`config.mk`:
```
export PLATFORM = sky130hd
export DESIGN_NAME = axi2apb_bridge
export DESIGN_NICKNAME = d
export VERILOG_FILES = /design/src/source/axi2apb_pkg.sv /design/src/source/axi_read_engine.sv /design/src/source/axi_write_engine.sv /design/src/source/apb_sequencer.sv /design/src/source/axi2apb_bridge.sv
export SDC_FILE = /design/constraint.sdc
export NUM_CORES = 1
export LEC_CHECK = 0
export ABC_AREA = 1
export BUFFER_PORTS_ARGS = -buffer_cell sky130_fd_sc_hd__buf_2
export CAP_MARGIN = 10
export CORE_MARGIN = 2
export CORE_UTILIZATION = 58
export DETAILED_ROUTE_END_ITERATION = 7
export PLACE_DENSITY = 0.91
export SLEW_MARGIN = 20
export SYNTH_ARGS = -nofsm -noshare
export SYNTH_HDL_FRONTEND = slang
export SYNTH_HIERARCHICAL = 1
export SYNTH_SLANG_ARGS = --single-unit
```
`constraint.sdc`:
```
create_clock -name aclk -period 7.05 [get_ports aclk]
set_input_delay 0.3525 -clock aclk [delete_from_list [all_inputs] [get_ports aclk]]
set_output_delay 0.3525 -clock aclk [all_outputs]
set_load 0.01 [all_outputs]
```
`src/source/axi2apb_pkg.sv`:
```
package axi2apb_pkg;

    localparam int ADDR_W = 32;
    localparam int DATA_W = 32;
    localparam int STRB_W = DATA_W / 8;
    localparam int LEN_W  = 8;

    typedef enum logic [1:0] {
        OKAY   = 2'b00,
        SLVERR = 2'b10
    } axi_resp_e;

    // AR and AW payload
    typedef struct packed {
        logic [ADDR_W-1:0] addr;
        logic [LEN_W-1:0]  len;
        logic [2:0]        prot;
    } axi_addr_t;

    typedef struct packed {
        logic [DATA_W-1:0] data;
        logic [STRB_W-1:0] strb;
        logic              last;
    } axi_w_t;

    typedef struct packed {
        logic [DATA_W-1:0] data;
        axi_resp_e         resp;
        logic              last;
    } axi_r_t;

    // One APB transfer as requested by an engine
    typedef struct packed {
        logic              write;
        logic [2:0]        prot;
        logic [STRB_W-1:0] strb;
        logic [ADDR_W-1:0] addr;
        logic [DATA_W-1:0] wdata;
    } apb_cmd_t;

    typedef struct packed {
        logic              psel;
        logic              penable;
        logic              pwrite;
        logic [ADDR_W-1:0] paddr;
        logic [DATA_W-1:0] pwdata;
        logic [STRB_W-1:0] pstrb;
        logic [2:0]        pprot;
    } apb_req_t;

    typedef struct packed {
        logic [DATA_W-1:0] prdata;
        logic              pready;
        logic              pslverr;
    } apb_rsp_t;

    typedef struct packed {
        logic [DATA_W-1:0] rdata;
        logic              slverr;
    } apb_result_t;

    typedef enum logic [1:0] {
        PH_IDLE,
        PH_SETUP,
        PH_ACCESS
    } apb_phase_e;

    typedef enum logic [1:0] {
        ST_IDLE,
        ST_ISSUE,
        ST_WAIT,
        ST_RESP
    } engine_state_e;

    // Every beat of an incrementing burst is full width
    function automatic logic [ADDR_W-1:0] next_beat_addr(input logic [ADDR_W-1:0] addr);
        logic [ADDR_W-1:0] aligned;
        aligned = addr & ~ADDR_W'(STRB_W - 1);
        return aligned + ADDR_W'(STRB_W);
    endfunction

endpackage

```
`src/source/axi_read_engine.sv`:
```
`timescale 1ns/1ps

module axi_read_engine import axi2apb_pkg::*; #(
    parameter int ID_WIDTH = 8
) (
    input  logic                aclk,
    input  logic                aresetn,
    input  logic                i_ar_valid,
    input  axi_addr_t           i_ar,
    input  logic [ID_WIDTH-1:0] i_ar_id,
    output logic                o_ar_ready,
    output logic                o_r_valid,
    output axi_r_t              o_r,
    output logic [ID_WIDTH-1:0] o_r_id,
    input  logic                i_r_ready,
    output logic                o_cmd_valid,
    output apb_cmd_t            o_cmd,
    input  logic                i_rd_done,
    input  apb_result_t         i_result
);

    engine_state_e       r_state;
    logic [LEN_W-1:0]    r_count;
    logic [ADDR_W-1:0]   r_addr;
    logic [ID_WIDTH-1:0] r_id;
    logic [2:0]          r_prot;
    axi_r_t              r_beat;

    always_ff @(posedge aclk or negedge aresetn) begin
        if (!aresetn) begin
            r_state <= ST_IDLE;
            r_count <= '0;
        end else begin
            case (r_state)
                ST_IDLE: begin
                    if (i_ar_valid) begin
                        r_count <= i_ar.len;
                        r_state <= ST_ISSUE;
                    end
                end
                ST_ISSUE: begin
                    if (i_rd_done) begin
                        r_count <= r_count - 1'b1;
                        r_state <= ST_RESP;
                    end
                end
                ST_RESP: begin
                    // Stall here until the master takes the beat
                    if (i_r_ready) begin
                        r_state <= r_beat.last ? ST_IDLE : ST_ISSUE;
                    end
                end
                default: r_state <= ST_IDLE;
            endcase
        end
    end

    always_ff @(posedge aclk) begin
        if (r_state == ST_IDLE && i_ar_valid) begin
            r_addr <= i_ar.addr & ~ADDR_W'(STRB_W - 1);
            r_id   <= i_ar_id;
            r_prot <= i_ar.prot;
        end
        if (r_state == ST_ISSUE && i_rd_done) begin
            r_addr      <= next_beat_addr(r_addr);
            r_beat.data <= i_result.rdata;
            r_beat.resp <= i_result.slverr ? SLVERR : OKAY;
            r_beat.last <= (r_count == '0);
        end
    end

    assign o_ar_ready  = (r_state == ST_IDLE);
    assign o_r_valid   = (r_state == ST_RESP);
    assign o_r         = r_beat;
    assign o_r_id      = r_id;
    assign o_cmd_valid = (r_state == ST_ISSUE);

    // Reads carry no strobes on APB
    assign o_cmd.write = 1'b0;
    assign o_cmd.prot  = r_prot;
    assign o_cmd.strb  = '0;
    assign o_cmd.addr  = r_addr;
    assign o_cmd.wdata = '0;

endmodule

```
`src/source/axi_write_engine.sv`:
```
`timescale 1ns/1ps

module axi_write_engine import axi2apb_pkg::*; #(
    parameter int ID_WIDTH = 8
) (
    input  logic                aclk,
    input  logic                aresetn,
    input  logic                i_aw_valid,
    input  axi_addr_t           i_aw,
    input  logic [ID_WIDTH-1:0] i_aw_id,
    output logic                o_aw_ready,
    input  logic                i_w_valid,
    input  axi_w_t              i_w,
    output logic                o_w_ready,
    output logic                o_b_valid,
    output axi_resp_e           o_b_resp,
    output logic [ID_WIDTH-1:0] o_b_id,
    input  logic                i_b_ready,
    output logic                o_cmd_valid,
    output apb_cmd_t            o_cmd,
    input  logic                i_wr_done,
    input  apb_result_t         i_result
);

    engine_state_e       r_state;
    logic [LEN_W-1:0]    r_count;
    logic                r_err;
    logic [ADDR_W-1:0]   r_addr;
    logic [ID_WIDTH-1:0] r_id;
    logic [2:0]          r_prot;
    logic [DATA_W-1:0]   r_wdata;
    logic [STRB_W-1:0]   r_strb;

    always_ff @(posedge aclk or negedge aresetn) begin
        if (!aresetn) begin
            r_state <= ST_IDLE;
            r_count <= '0;
            r_err   <= 1'b0;
        end else begin
            case (r_state)
                ST_IDLE: begin
                    if (i_aw_valid) begin
                        r_count <= i_aw.len;
                        r_err   <= 1'b0;
                        r_state <= ST_ISSUE;
                    end
                end
                ST_ISSUE: begin
                    if (i_w_valid) begin
                        r_state <= ST_WAIT;
                    end
                end
                ST_WAIT: begin
                    if (i_wr_done) begin
                        // Any failing beat turns the whole burst into SLVERR
                        r_err   <= r_err | i_result.slverr;
                        r_count <= r_count - 1'b1;
                        r_state <= (r_count == '0) ? ST_RESP : ST_ISSUE;
                    end
                end
                ST_RESP: begin
                    if (i_b_ready) begin
                        r_state <= ST_IDLE;
                    end
                end
                default: r_state <= ST_IDLE;
            endcase
        end
    end

    // Burst length comes from AW and wlast is not consulted
    always_ff @(posedge aclk) begin
        if (r_state == ST_IDLE && i_aw_valid) begin
            r_addr <= i_aw.addr & ~ADDR_W'(STRB_W - 1);
            r_id   <= i_aw_id;
            r_prot <= i_aw.prot;
        end
        if (r_state == ST_ISSUE && i_w_valid) begin
            r_wdata <= i_w.data;
            r_strb  <= i_w.strb;
        end
        if (r_state == ST_WAIT && i_wr_done) begin
            r_addr <= next_beat_addr(r_addr);
        end
    end

    assign o_aw_ready  = (r_state == ST_IDLE);
    assign o_w_ready   = (r_state == ST_ISSUE);
    assign o_b_valid   = (r_state == ST_RESP);
    assign o_b_resp    = r_err ? SLVERR : OKAY;
    assign o_b_id      = r_id;
    assign o_cmd_valid = (r_state == ST_WAIT);

    assign o_cmd.write = 1'b1;
    assign o_cmd.prot  = r_prot;
    assign o_cmd.strb  = r_strb;
    assign o_cmd.addr  = r_addr;
    assign o_cmd.wdata = r_wdata;

endmodule

```
`src/source/apb_sequencer.sv`:
```
`timescale 1ns/1ps

module apb_sequencer import axi2apb_pkg::*; (
    input  logic        aclk,
    input  logic        aresetn,
    input  logic        i_rd_cmd_valid,
    input  apb_cmd_t    i_rd_cmd,
    input  logic        i_wr_cmd_valid,
    input  apb_cmd_t    i_wr_cmd,
    output apb_req_t    o_apb,
    input  apb_rsp_t    i_apb,
    output logic        o_rd_done,
    output logic        o_wr_done,
    output apb_result_t o_result
);

    apb_phase_e r_phase;
    logic       r_owner_wr;
    apb_cmd_t   r_cmd;
    logic       w_grant_rd;
    logic       w_grant_wr;
    logic       w_complete;

    // Read wins when both engines are waiting
    assign w_grant_rd = (r_phase == PH_IDLE) && i_rd_cmd_valid;
    assign w_grant_wr = (r_phase == PH_IDLE) && !i_rd_cmd_valid && i_wr_cmd_valid;
    assign w_complete = (r_phase == PH_ACCESS) && i_apb.pready;

    always_ff @(posedge aclk or negedge aresetn) begin
        if (!aresetn) begin
            r_phase    <= PH_IDLE;
            r_owner_wr <= 1'b0;
        end else begin
            case (r_phase)
                PH_IDLE: begin
                    if (w_grant_rd || w_grant_wr) begin
                        r_owner_wr <= w_grant_wr;
                        r_phase    <= PH_SETUP;
                    end
                end
                PH_SETUP: begin
                    r_phase <= PH_ACCESS;
                end
                PH_ACCESS: begin
                    // Wait states extend this phase
                    if (i_apb.pready) begin
                        r_phase <= PH_IDLE;
                    end
                end
                default: r_phase <= PH_IDLE;
            endcase
        end
    end

    always_ff @(posedge aclk) begin
        if (w_grant_rd) begin
            r_cmd <= i_rd_cmd;
        end else if (w_grant_wr) begin
            r_cmd <= i_wr_cmd;
        end
    end

    assign o_apb.psel    = (r_phase != PH_IDLE);
    assign o_apb.penable = (r_phase == PH_ACCESS);
    assign o_apb.pwrite  = r_cmd.write;
    assign o_apb.paddr   = r_cmd.addr;
    assign o_apb.pwdata  = r_cmd.wdata;
    assign o_apb.pstrb   = r_cmd.strb;
    assign o_apb.pprot   = r_cmd.prot;

    // Done doubles as the acknowledge of the engine's command
    assign o_rd_done = w_complete && !r_owner_wr;
    assign o_wr_done = w_complete && r_owner_wr;

    assign o_result.rdata  = i_apb.prdata;
    assign o_result.slverr = i_apb.pslverr;

endmodule

```
`src/source/axi2apb_bridge.sv`:
```
`timescale 1ns/1ps

module axi2apb_bridge import axi2apb_pkg::*; #(
    parameter int ID_WIDTH = 8
) (
    input  logic                aclk,
    input  logic                aresetn,
    // AR
    input  logic                i_ar_valid,
    input  axi_addr_t           i_ar,
    input  logic [ID_WIDTH-1:0] i_ar_id,
    output logic                o_ar_ready,
    // R
    output logic                o_r_valid,
    output axi_r_t              o_r,
    output logic [ID_WIDTH-1:0] o_r_id,
    input  logic                i_r_ready,
    // AW
    input  logic                i_aw_valid,
    input  axi_addr_t           i_aw,
    input  logic [ID_WIDTH-1:0] i_aw_id,
    output logic                o_aw_ready,
    // W
    input  logic                i_w_valid,
    input  axi_w_t              i_w,
    output logic                o_w_ready,
    // B
    output logic                o_b_valid,
    output axi_resp_e           o_b_resp,
    output logic [ID_WIDTH-1:0] o_b_id,
    input  logic                i_b_ready,
    // APB master
    output apb_req_t            o_apb,
    input  apb_rsp_t            i_apb
);

    logic        rd_cmd_valid;
    apb_cmd_t    rd_cmd;
    logic        wr_cmd_valid;
    apb_cmd_t    wr_cmd;
    logic        rd_done;
    logic        wr_done;
    apb_result_t result;

    axi_read_engine #(
        .ID_WIDTH    (ID_WIDTH)
    ) u_read_engine (
        .aclk        (aclk),
        .aresetn     (aresetn),
        .i_ar_valid  (i_ar_valid),
        .i_ar        (i_ar),
        .i_ar_id     (i_ar_id),
        .o_ar_ready  (o_ar_ready),
        .o_r_valid   (o_r_valid),
        .o_r         (o_r),
        .o_r_id      (o_r_id),
        .i_r_ready   (i_r_ready),
        .o_cmd_valid (rd_cmd_valid),
        .o_cmd       (rd_cmd),
        .i_rd_done   (rd_done),
        .i_result    (result)
    );

    axi_write_engine #(
        .ID_WIDTH    (ID_WIDTH)
    ) u_write_engine (
        .aclk        (aclk),
        .aresetn     (aresetn),
        .i_aw_valid  (i_aw_valid),
        .i_aw        (i_aw),
        .i_aw_id     (i_aw_id),
        .o_aw_ready  (o_aw_ready),
        .i_w_valid   (i_w_valid),
        .i_w         (i_w),
        .o_w_ready   (o_w_ready),
        .o_b_valid   (o_b_valid),
        .o_b_resp    (o_b_resp),
        .o_b_id      (o_b_id),
        .i_b_ready   (i_b_ready),
        .o_cmd_valid (wr_cmd_valid),
        .o_cmd       (wr_cmd),
        .i_wr_done   (wr_done),
        .i_result    (result)
    );

    apb_sequencer u_apb_sequencer (
        .aclk           (aclk),
        .aresetn        (aresetn),
        .i_rd_cmd_valid (rd_cmd_valid),
        .i_rd_cmd       (rd_cmd),
        .i_wr_cmd_valid (wr_cmd_valid),
        .i_wr_cmd       (wr_cmd),
        .o_apb          (o_apb),
        .i_apb          (i_apb),
        .o_rd_done      (rd_done),
        .o_wr_done      (wr_done),
        .o_result       (result)
    );

endmodule

```
Yosys cells after proc, flatten, opt, wreduce, memory -nomap -nowiden. Index checks and enable logic that the tools add are counted. Widths: inputs -> output; s select.

Word-level logic and storage cells: 106. Output and inout port bits: 132. Bits in registers: 253. Input bits: 180.

Bitwise operators: 1. Reductions and logical operators: 31. Multiplexer cells: 31. Equal/unequal tests: 16. $add $sub $neg: 4.

Operators by type and width (count): $mux 71 (2); $mux 32 (4); $add 32x3->32 const B (2); $mux 8 (4); $pmux 8 s2 (2); $mux 2 (12); $logic_not 8->1 (2); $sub 8x1->8 const B (2); $ne 2x2->1 const B (6); $pmux 2 s3 (2); $reduce_bool 2->1 (6); $logic_and 1x1->1 (11); $reduce_and 3->1 (3); $eq 2x2->1 const B (4); $pmux 2 s4 (1); $eq 2x1->1 const B (3); $logic_not 2->1 (3); $ne 2x1->1 const B (3); $reduce_and 2->1 (2); $reduce_and 4->1 (1); $mux 1 (3); $logic_not 1->1 (2); $pmux 1 s2 (1); $logic_or 1x1->1 (1); $or 1x1->1 (1).

Depth between registers and ports, before layout. Gate-level depths: netlist (run 1).

Depth after elaboration: 7. Gate-level depth with buffers: 10. Gate-level depth less buffers: 10.

Hierarchy. Netlist (run 1), hierarchy kept.

Modules (own cells, without submodules): axi_read_engine (cells each 485, times used 1, seq. area each 2502.4 um^2, area each 4458.0 um^2); axi_write_engine (cells each 465, times used 1, seq. area each 2587.5 um^2, area each 4282.9 um^2); apb_sequencer (cells each 365, times used 1, seq. area each 2237.1 um^2, area each 3595.9 um^2).

Least setup slack after synthesis (run 1). Ideal clock, no wire load.

Path type: register -> register. Start: register u_read_engine.r_state[1]. End: register u_apb_sequencer.r_cmd, in the netlist u_apb_sequencer/o_apb[0], enable pin. Arrival time: 2.339 ns. Stages on the path, launching flop included: 7. Buffers on the path: 1. Slack: 4.285 ns. Clock period less this slack: 2.765 ns. Library setup time: 0.426 ns. Required time: 6.624 ns. Cells stage by stage: dfrtp_1 > inv_1 > nand2_4 > inv_2 > buf_4 > o21ai_1 > inv_1.

Cells in the longest elaborated chain, start to end: 5. Elaborated cells on any way between the ends: 6. Those cells by class: eq/ne: 1; reduce/logical: 5.

RTL lines: from (decl) (line axi_read_engine.sv:22) `engine_state_e r_state;`; from (signal assigned) (line axi_read_engine.sv:50) `r_state <= r_beat.last ? ST_IDLE : ST_ISSUE;`; $eq 2x1->1 (*) (line axi_read_engine.sv:76) `assign o_cmd_valid = (r_state == ST_ISSUE);`; named net rd_cmd_valid (line axi2apb_bridge.sv:37) `logic rd_cmd_valid;`; $logic_not 1->1 (line apb_sequencer.sv:26) `assign w_grant_wr = (r_phase == PH_IDLE) && !i_rd_cmd_valid && i_wr_cmd_valid;`; $logic_and 1x1->1 (2 in series) (line apb_sequencer.sv:26); $reduce_bool 2->1 (no source line) (*); to (signal assigned) (line apb_sequencer.sv:57) `r_cmd <= i_rd_cmd;`; to (signal assigned) (line apb_sequencer.sv:59) `r_cmd <= i_wr_cmd;`; to (decl) (line apb_sequencer.sv:19) `apb_cmd_t r_cmd;`.

Mark *: on every way through the listed nets, which the timed path passes. The rest lies on a longest branch. A chain may end at the register's enable or synchronous reset.

Worst setup path in the final report (run 1).
Start: register u_write_engine.r_state[0]. End: register u_write_engine.r_count[2].

Cells in the longest elaborated chain, start to end: 3. Elaborated cells on any way between the ends: 7. Those cells by class: eq/ne: 3; mux: 1; reduce/logical: 3.

RTL lines: from (decl) (line axi_write_engine.sv:25) `engine_state_e r_state;`; from (signal assigned) (line axi_write_engine.sv:58) `r_state <= (r_count == '0) ? ST_RESP : ST_ISSUE;`; $eq 2x2->1 (*); named net wr_cmd_valid (line axi2apb_bridge.sv:39) `logic wr_cmd_valid;`; $ne 2x2->1 (no source line) or $reduce_bool 2->1 (tied branches); $reduce_and 3->1 (no source line); to (signal assigned) (line axi_write_engine.sv:43) `r_count <= i_aw.len;`; to (signal assigned) (line axi_write_engine.sv:57) `r_count <= r_count - 1'b1;`; to (decl) (line axi_write_engine.sv:26) `logic [LEN_W-1:0] r_count;`.

Marked as above.

==> summary by stage, run 1 <==
STA
The worst pin sits at a relative slew slack of 0.285. The largest clock skew in the final design is 0.0175 ns. The count of final hold-check violations came to 0.

The transition time at the pin with the least slew margin is approximately 1.1 ns. Setup violations remaining at the end of the flow were counted as 0. Setup repair after global routing left no endpoint under its margin. Subtracting the final worst setup slack from the clock period gives between 3 and 4 ns.

Setup total negative slack on the finished layout was measured at 0 ns. The final number of max-transition violations is 0. The upper clock frequency limit is 0.298 GHz. The share of the clock period used by the worst path is 0.476. The worst path meets setup with 3.69 ns of slack.

Clocking
The TritonCTS clock tree is built. The clock sink count is about 250. The CTS clock-pin slew for the worst setup and hold paths is 0.06 ns. The tree is rooted in a sky130_fd_sc_hd__clkbuf_16. In this run the number of H-tree levels came out at 1. The number of clock buffers added by TritonCTS is 26. Counting along the longest clock path gives a buffer depth of 3. The insertion delay to the later sink of the worst-skew pair is 0.53 ns. Once the clock tree was built, the setup fixing pass inserted 0 buffers.

GRT
The number of global-route vias before repair is a little over 10000. The overall routing resource usage is 0.297. The initial antenna violation count is 1. The aggregate global routing overflow is 0. Entering global routing, the biggest net connects 77 pins.

The first global-routing pass estimated roughly 52 mm of wire.

Setup path
The cell type of the slowest stage on the worst timing path is sky130_fd_sc_hd__nand2_2. The count of buffering cells on the critical path with inverters included is 3. STA puts the critical path data arrival time at around 3.8 ns. The sort of element at the end of the critical path is a flip-flop. The worst setup path is launched from a flip-flop.

Along the worst path, the maximum fanout reaches 43. For the worst setup path, the data required time is 7.45 ns. The biggest cell delay along the critical path is 0.96 ns. The dominant cell type by count on the critical path is sky130_fd_sc_hd__inv_1.

The signal on the critical path passes through inv_1 -> nand2_1 -> inv_1 -> nand2_2 -> nand2_2 -> inv_1 -> a21oi_1 -> o22ai_1. The worst setup path is of the reg2reg kind. On the critical path the largest part of the delay comes from simple AND/OR/NAND/NOR gates.

Cells and area
The area added between synthesis and finish is 22.6%. The most common library cell in the layout ignoring fill and taps is sky130_fd_sc_hd__nand2_1. The net total in the final layout is 1828. The top cell types in the final layout, fill and taps aside, are sky130_fd_sc_hd__nand2_1 (503), sky130_fd_sc_hd__buf_2 (304), sky130_fd_sc_hd__edfxtp_1 (224). The number of antenna diodes in the final layout is 0.

The layout cell share with drive strength beyond 1 is 0.239.

Yosys
The Yosys step of the flow raised 6 warnings. Synthesis produced a netlist whose cell count is 1315. The number of synthesized register bits is 248.

The biggest area consumer among synthesized cells is sky130_fd_sc_hd__edfxtp_1. After synthesis, the cell types taking the most area are sky130_fd_sc_hd__edfxtp_1 (55%), sky130_fd_sc_hd__nand2_1 (15%), sky130_fd_sc_hd__buf_4 (5.5%), sky130_fd_sc_hd__dfrtp_1 (4.9%), sky130_fd_sc_hd__nand3_1 (4.7%). Of the post-synthesis cell area, the dominant cell type holds 0.545.

For this run, the register share of the synthesized area comes to 0.594. After synthesis, the netlist uses 30 different library cells. The cell area that synthesis handed to floorplanning was between 0.01 and 0.015 mm2. The post-synthesis average cell area is 9.38 um2.

Placement
The detailed placer's ending HPWL is approximately 22 mm. At the end of routability-driven placement, the weighted congestion stood at between 0.9 and 1. The pre-CTS setup slack is 3.69 ns. During placement, the flow inserted port buffers numbering around 300.

Floorplanning
The initial cell density of the core is 0.589. The die is 150 um wide. The initialized floorplan defines 53 standard-cell rows. In this run the vertical extent of the chip is ~150 um.

The floorplan step defined a die boundary enclosing ~0.022 mm2. The floorplan core area is 0.0210 mm2. The boundary pin count is 312.

Detailed routing
In this run, the number of DRC markers left after iteration 0 of detailed routing was about 1100. The total wirelength of the detailed-routed design is 34.1 mm. The number of nets with antenna violations after detailed routing is 0. The total number of vias is 10400. Using the TritonRoute via totals, the vias-per-cell ratio works out to approximately 5.3. The number of design rule violations left after detail routing is 0. In the final routed layout, each cell accounts on average for 17.6 um.

The first detailed-routing pass took 5 iterations.

Run status
The run finished with clean final reports.

Worst hold path
The path type of the worst min-delay path is in2reg.

Flow run
The count of max-cap constraint violations is 0.

Pwr
Summed over all cells, the static leakage comes to between 6 and 7 nW. In this run the power density over the cells is ~400 mW/mm2. Across the VDD grid, the largest voltage drop is 0.305 mV.
synthesized netlist by cell type:
master	count
sky130_fd_sc_hd__a31oi_1	1
sky130_fd_sc_hd__o221ai_1	1
sky130_fd_sc_hd__xor2_1	22
sky130_fd_sc_hd__nor2_2	20
sky130_fd_sc_hd__xnor2_1	9
sky130_fd_sc_hd__nand2_2	11
sky130_fd_sc_hd__nor2_4	7
sky130_fd_sc_hd__inv_1	76
sky130_fd_sc_hd__a21o_1	2
sky130_fd_sc_hd__nand2_1	503
sky130_fd_sc_hd__buf_4	90
sky130_fd_sc_hd__or2_2	3
sky130_fd_sc_hd__edfxtp_1	224
sky130_fd_sc_hd__o211ai_1	3
sky130_fd_sc_hd__nand3_1	117
sky130_fd_sc_hd__nand4_1	2
sky130_fd_sc_hd__nand2_4	3
sky130_fd_sc_hd__buf_6	2
sky130_fd_sc_hd__conb_1	3
sky130_fd_sc_hd__a21oi_1	9
sky130_fd_sc_hd__ha_1	5
sky130_fd_sc_hd__inv_2	6
sky130_fd_sc_hd__dfrtp_1	24
sky130_fd_sc_hd__o22ai_1	7
sky130_fd_sc_hd__buf_2	26
sky130_fd_sc_hd__nand3b_1	1
sky130_fd_sc_hd__o21ai_0	34
sky130_fd_sc_hd__nor3_1	4
sky130_fd_sc_hd__o21ai_1	2
sky130_fd_sc_hd__nor2_1	98
cell families after synthesis:
family | count (synthesis) | synth area share
compound gates | 59 | 0.0261
xor+xnor | 31 | 0.0220
fa+ha+maj | 5 | 0.00507
buf+inv | 200 | 0.0921
flops | 248 | 0.594
other cells | 3 | 0.000913
simple gates | 769 | 0.260
power breakdown:
group	internal (W)	total (W)	switching, W
clock	0.000832	0.00140	0.000566
combinational	0.000607	0.00204	0.00143
sequential	0.00230	0.00256	0.000266
path summary, 6_finish.rpt:
check                                                      startpoint  depth (start not counted)                                    end  slack, ns
max in group asynchronous                                     aresetn                          2  u_write_engine/r_count[7]$_DFFE_PN0P_       6.34
min in group asynchronous                                     aresetn                          2   u_read_engine/r_count[1]$_DFFE_PN0P_       0.33
worst min-delay path                                           i_w[4]                          1     u_write_engine/r_strb[3]$_DFFE_PP_       0.01
worst max-delay path            u_write_engine/r_state[0]$_DFFE_PN0P_                          8  u_write_engine/r_count[2]$_DFFE_PN0P_       3.69
worst min register to register  u_write_engine/r_count[6]$_DFFE_PN0P_                          2  u_write_engine/r_count[6]$_DFFE_PN0P_       0.50
worst max register to register  u_write_engine/r_state[0]$_DFFE_PN0P_                          8  u_write_engine/r_count[2]$_DFFE_PN0P_       3.69
flip-flops by register name, indices dropped and copies added (netlist names):
register / count
u_write_engine/r_prot: 3
u_write_engine/r_wdata: 32
u_write_engine/o_b_id: 8
u_write_engine/r_err: 1
u_read_engine/r_addr: 30
u_read_engine/r_prot: 3
u_apb_sequencer/o_apb: 72
u_write_engine/r_strb: 4
u_apb_sequencer/r_phase: 2
u_apb_sequencer/r_owner_wr: 1
u_read_engine/r_state: 2
u_write_engine/r_addr: 30
u_write_engine/r_state: 2
u_write_engine/r_count: 8
u_read_engine/o_r: 34
u_read_engine/r_count: 8
u_read_engine/o_r_id: 8
timing repair:
item / CTS / global route
endpoints found under the hold margin: 89 / 3
gates resized for setup: 0 / 0
hold buffers: 66 / 3
final cells by class:
cell class                      instances  area (um2)
Tap cell                              275         344
Multi-Input combinational cell        908        4040
Timing Repair Buffer                  377        2240
Clock buffer                           36         729
Fill cell                            1459        5830
Inverter                               82         309
Clock inverter                         12         140
Sequential cell                       248        7330
metrics by stage:
| stage | area [um2] | std cells | utilization | hold slack, ns | total power (W) |
|---|---|---|---|---|---|
| after detailed placement | 13600 | 1821 | 0.647 | 0.385 | 0.00451 |
| final | 15100 | 1938 | 0.722 | 0.0136 | 0.00600 |
| after global routing | 15100 | 1938 | 0.722 | 0.000621 | 0.00632 |
| after floorplan | 12500 | 1356 | - | 0.0569 | 0.00387 |
| after CTS | 15100 | 1935 | 0.720 | 0.000424 | 0.00592 |
| after global placement | 13600 | 1821 | 0.647 | 0.374 | 0.00442 |
layer usage:
metal | vias up | share of wire | GRT usage
li1 | 4829 | - | -
met1 | 4840 | 0.38 | 0.378
met2 | 601 | 0.50 | 0.513
met3 | 95 | 0.088 | 0.0543
met4 | 0 | 0.033 | 0.102
met5 | - | 0 | 0
Power figures use the tool's default switching activity.
==> run 2: changes to the inputs <==
--- a/config.mk
+++ b/config.mk
@@ -9,9 +9,9 @@
 export BUFFER_PORTS_ARGS = -buffer_cell sky130_fd_sc_hd__buf_2
 export CAP_MARGIN = 10
 export CORE_MARGIN = 2
-export CORE_UTILIZATION = 58
+export CORE_UTILIZATION = 54
 export DETAILED_ROUTE_END_ITERATION = 7
-export PLACE_DENSITY = 0.91
+export PLACE_DENSITY = 0.86
 export SLEW_MARGIN = 20
 export SYNTH_ARGS = -nofsm -noshare
 export SYNTH_HDL_FRONTEND = slang
==> constraint.sdc (replaced) <==
create_clock -name aclk -period 3.2 [get_ports aclk]
set_input_delay 0.16 -clock aclk [delete_from_list [all_inputs] [get_ports aclk]]
set_output_delay 0.16 -clock aclk [all_outputs]
set_load 0.01 [all_outputs]
==> summary by stage, run 2 (same netlist as run 1, synthesis figures left out) <==
Floorplanning
Pin placement for this block handled 312 I/O pins. The total area inside the core boundary comes to 0.0225 mm2. The floorplan die area is ~0.024 mm2. The die is 155 um tall. Row generation in the floorplan step produced 55 rows.

The die outline width is 155 um. For this configuration, the core starts out at a cell density of 0.548.

GRT
The first global-routing pass estimated 55.5 mm of wire. Entering global routing, the biggest net connects 73 pins. The aggregate global routing overflow is 0. The number of global-route vias before repair was 10800. The initial antenna violation count was 0.

The overall routing resource usage is 0.291.

Cells and area
The area growth from synthesis to layout is 31.9%. Once layout is complete, the utilization of the core stands at 0.723. The net count of the finished layout is 1938.

Of the cells placed in the final design, the portion with a size suffix greater than 1 is 0.229. The library cells used most frequently in the layout, excluding fill and tap cells, are sky130_fd_sc_hd__nand2_1 (503), sky130_fd_sc_hd__buf_2 (304), sky130_fd_sc_hd__edfxtp_1 (224). The number of antenna diodes in the final layout is 0. The number of flip-flops under the largest register name is 72.

The most common library cell in the layout ignoring fill and taps is sky130_fd_sc_hd__nand2_1.

Worst hold path
The path with the worst hold slack has its endpoint at u_write_engine/r_state[0]$_DFFE_PN0P_. The worst hold path begins at i_w_valid. The path class of the tightest hold or removal check is in2reg.

The hold-critical path depth is 4.

STA
The worst slack on hold paths is 0.117 ns. The relative slew slack is 0.315. The accumulated negative setup slack is 0 ns. The clock period minus worst slack is 2.47 ns. The count of final hold-check violations is 0. Timing would allow up to 0.405 GHz.

The final number of max-transition violations is 0. At the pin with the least slew margin, the transition time is 1.03 ns. Setup violations remaining at the end of the flow were counted as 0. Dividing the final minimum period by the clock period gives 0.772. Setup repair after global routing left no endpoint under its margin. On the final layout, the worst clock skew is ~0.012 ns.

Setup path
In this run the register-to-register setup slack is about 0.8 ns. STA classifies the critical path endpoint as an output pin. The worst register-to-register path begins at u_apb_sequencer/r_phase[1]$_DFFE_PN0P_.

The category of the worst setup path launch point is a flip-flop. The critical path in this run is classified as reg2out. Data on the critical path is required at its endpoint by 3.04 ns. The number of cells on the worst reg-to-reg path is 7. The worst reg2reg path endpoint is u_read_engine/o_r[18]$_DFFE_PP_. In this run the worst path has a maximum fanout of 44. STA puts the critical path data arrival time at roughly 2.3 ns.

Flow run
The count of max-cap constraint violations is 0.

Pwr
The part of the power in the clock network is 0.235. Of the total power, the share spent switching nets is 0.378. The total net switching power is around 0.0051 W. After layout, the design draws a total of 0.0135 W. Of the total power, registers draw 0.418. The maximum vdd drop is 0.616 mV. Internal power comes to 0.00841 W.

Power spread over the standard cell area amounts to ~830 mW/mm2. The logic gate share of total power is 0.347. In this run the static leakage power is about 7.3 nW.

Placement
The placer congestion estimate is 0.887. The detailed placer's ending HPWL is 21.7 mm. The port buffer count is approximately 300.

Detailed routing
After detailed routing, the number of vias per cell comes to between 5 and 6. In the final routed layout, each cell accounts on average for ~17 um. The total wirelength of the detailed-routed design is approximately 36 mm. The final route contains 10800 vias. The number of nets with antenna violations after detailed routing is 0.

The number of design rule violations left after detail routing is 0. The detailed router finished its first iteration with about 1000 violations. The number of detailed-routing iterations run before antenna repair is 7.

Clocking
For this design, the sink count on the clock tree is 248. The TritonCTS clock tree is built. No sink is reached through more buffers than the 3 on the longest clock path.

The master cell of the clock root buffer is sky130_fd_sc_hd__clkbuf_16. The CTS clock-pin slew for the worst setup and hold paths is around 0.070 ns. In this run the number of H-tree levels came out at 1. The number of buffers created by CTS is 27. Post-CTS repair changed the size of 0 cells. The number of hold buffers added after CTS was 174. The buffer count from post-CTS setup fixing is 0. At the later pin of the worst-skew pair, clock insertion delay measures approximately 0.53 ns.

Run status
The flow ran to the end, and the final reports show no timing, DRC or antenna violations.
run 2: stage by stage:
stage / cells / cell area [um2] / setup WS (ns)
after floorplan: 1356 / 12500 / 0.435
after global placement: 1835 / 13600 / 0.914
after detailed placement: 1835 / 13600 / 0.866
after CTS: 2059 / 16300 / 0.728
after global routing: 2059 / 16300 / 0.583
final: 2059 / 16300 / 0.731
run 2: layout make-up:
cell class	instances	area, um2
inverters	82	308
multi-input cells	908	4040
clock buffers	28	679
fillers	1529	6220
flip-flops and latches	248	7330
clock inverters	22	224
well taps	285	357
repair buffers	486	3350
run 2: worst max-delay path, stage by stage (launching register included):
cell and delay (ns):
sky130_fd_sc_hd__dfrtp_1 0.42, sky130_fd_sc_hd__nor2_4 0.57, sky130_fd_sc_hd__buf_4 0.54, sky130_fd_sc_hd__inv_1 0.07, sky130_fd_sc_hd__buf_2 0.15
run 2: power by group through the flow:
stage	combinational, W	clock (W)	sequential, W
floorplan	0.00266	0	0.00586
global placement	0.00416	0	0.00562
detailed placement	0.00432	0	0.00565
CTS	0.00452	0.00320	0.00560
global route	0.00515	0.00337	0.00573
finish	0.00469	0.00318	0.00565
run 2: how the worst max path moves through the flow:
stage / to / start
after global placement: u_read_engine/o_r[30]$_DFFE_PP_ / u_apb_sequencer/r_phase[1]$_DFFE_PN0P_
after floorplan: u_apb_sequencer/o_apb[0]$_DFFE_PP_ / u_read_engine/r_state[1]$_DFFE_PN0P_
after CTS: o_apb[73] / u_apb_sequencer/r_phase[0]$_DFFE_PN0P_
after detailed placement: u_read_engine/o_r[31]$_DFFE_PP_ / u_apb_sequencer/r_phase[1]$_DFFE_PN0P_
final: o_apb[73] / u_apb_sequencer/r_phase[0]$_DFFE_PN0P_
after global routing: u_read_engine/r_count[2]$_DFFE_PN0P_ / u_apb_sequencer/r_phase[1]$_DFFE_PN0P_
run 2: layer usage:
metal	GRT usage	up-vias	wire length (um)
li1	-	5055	-
met1	0.366	5027	13700
met2	0.519	604	18100
met3	0.0448	92	2880
met4	0.0948	0	1060
met5	0	-	0
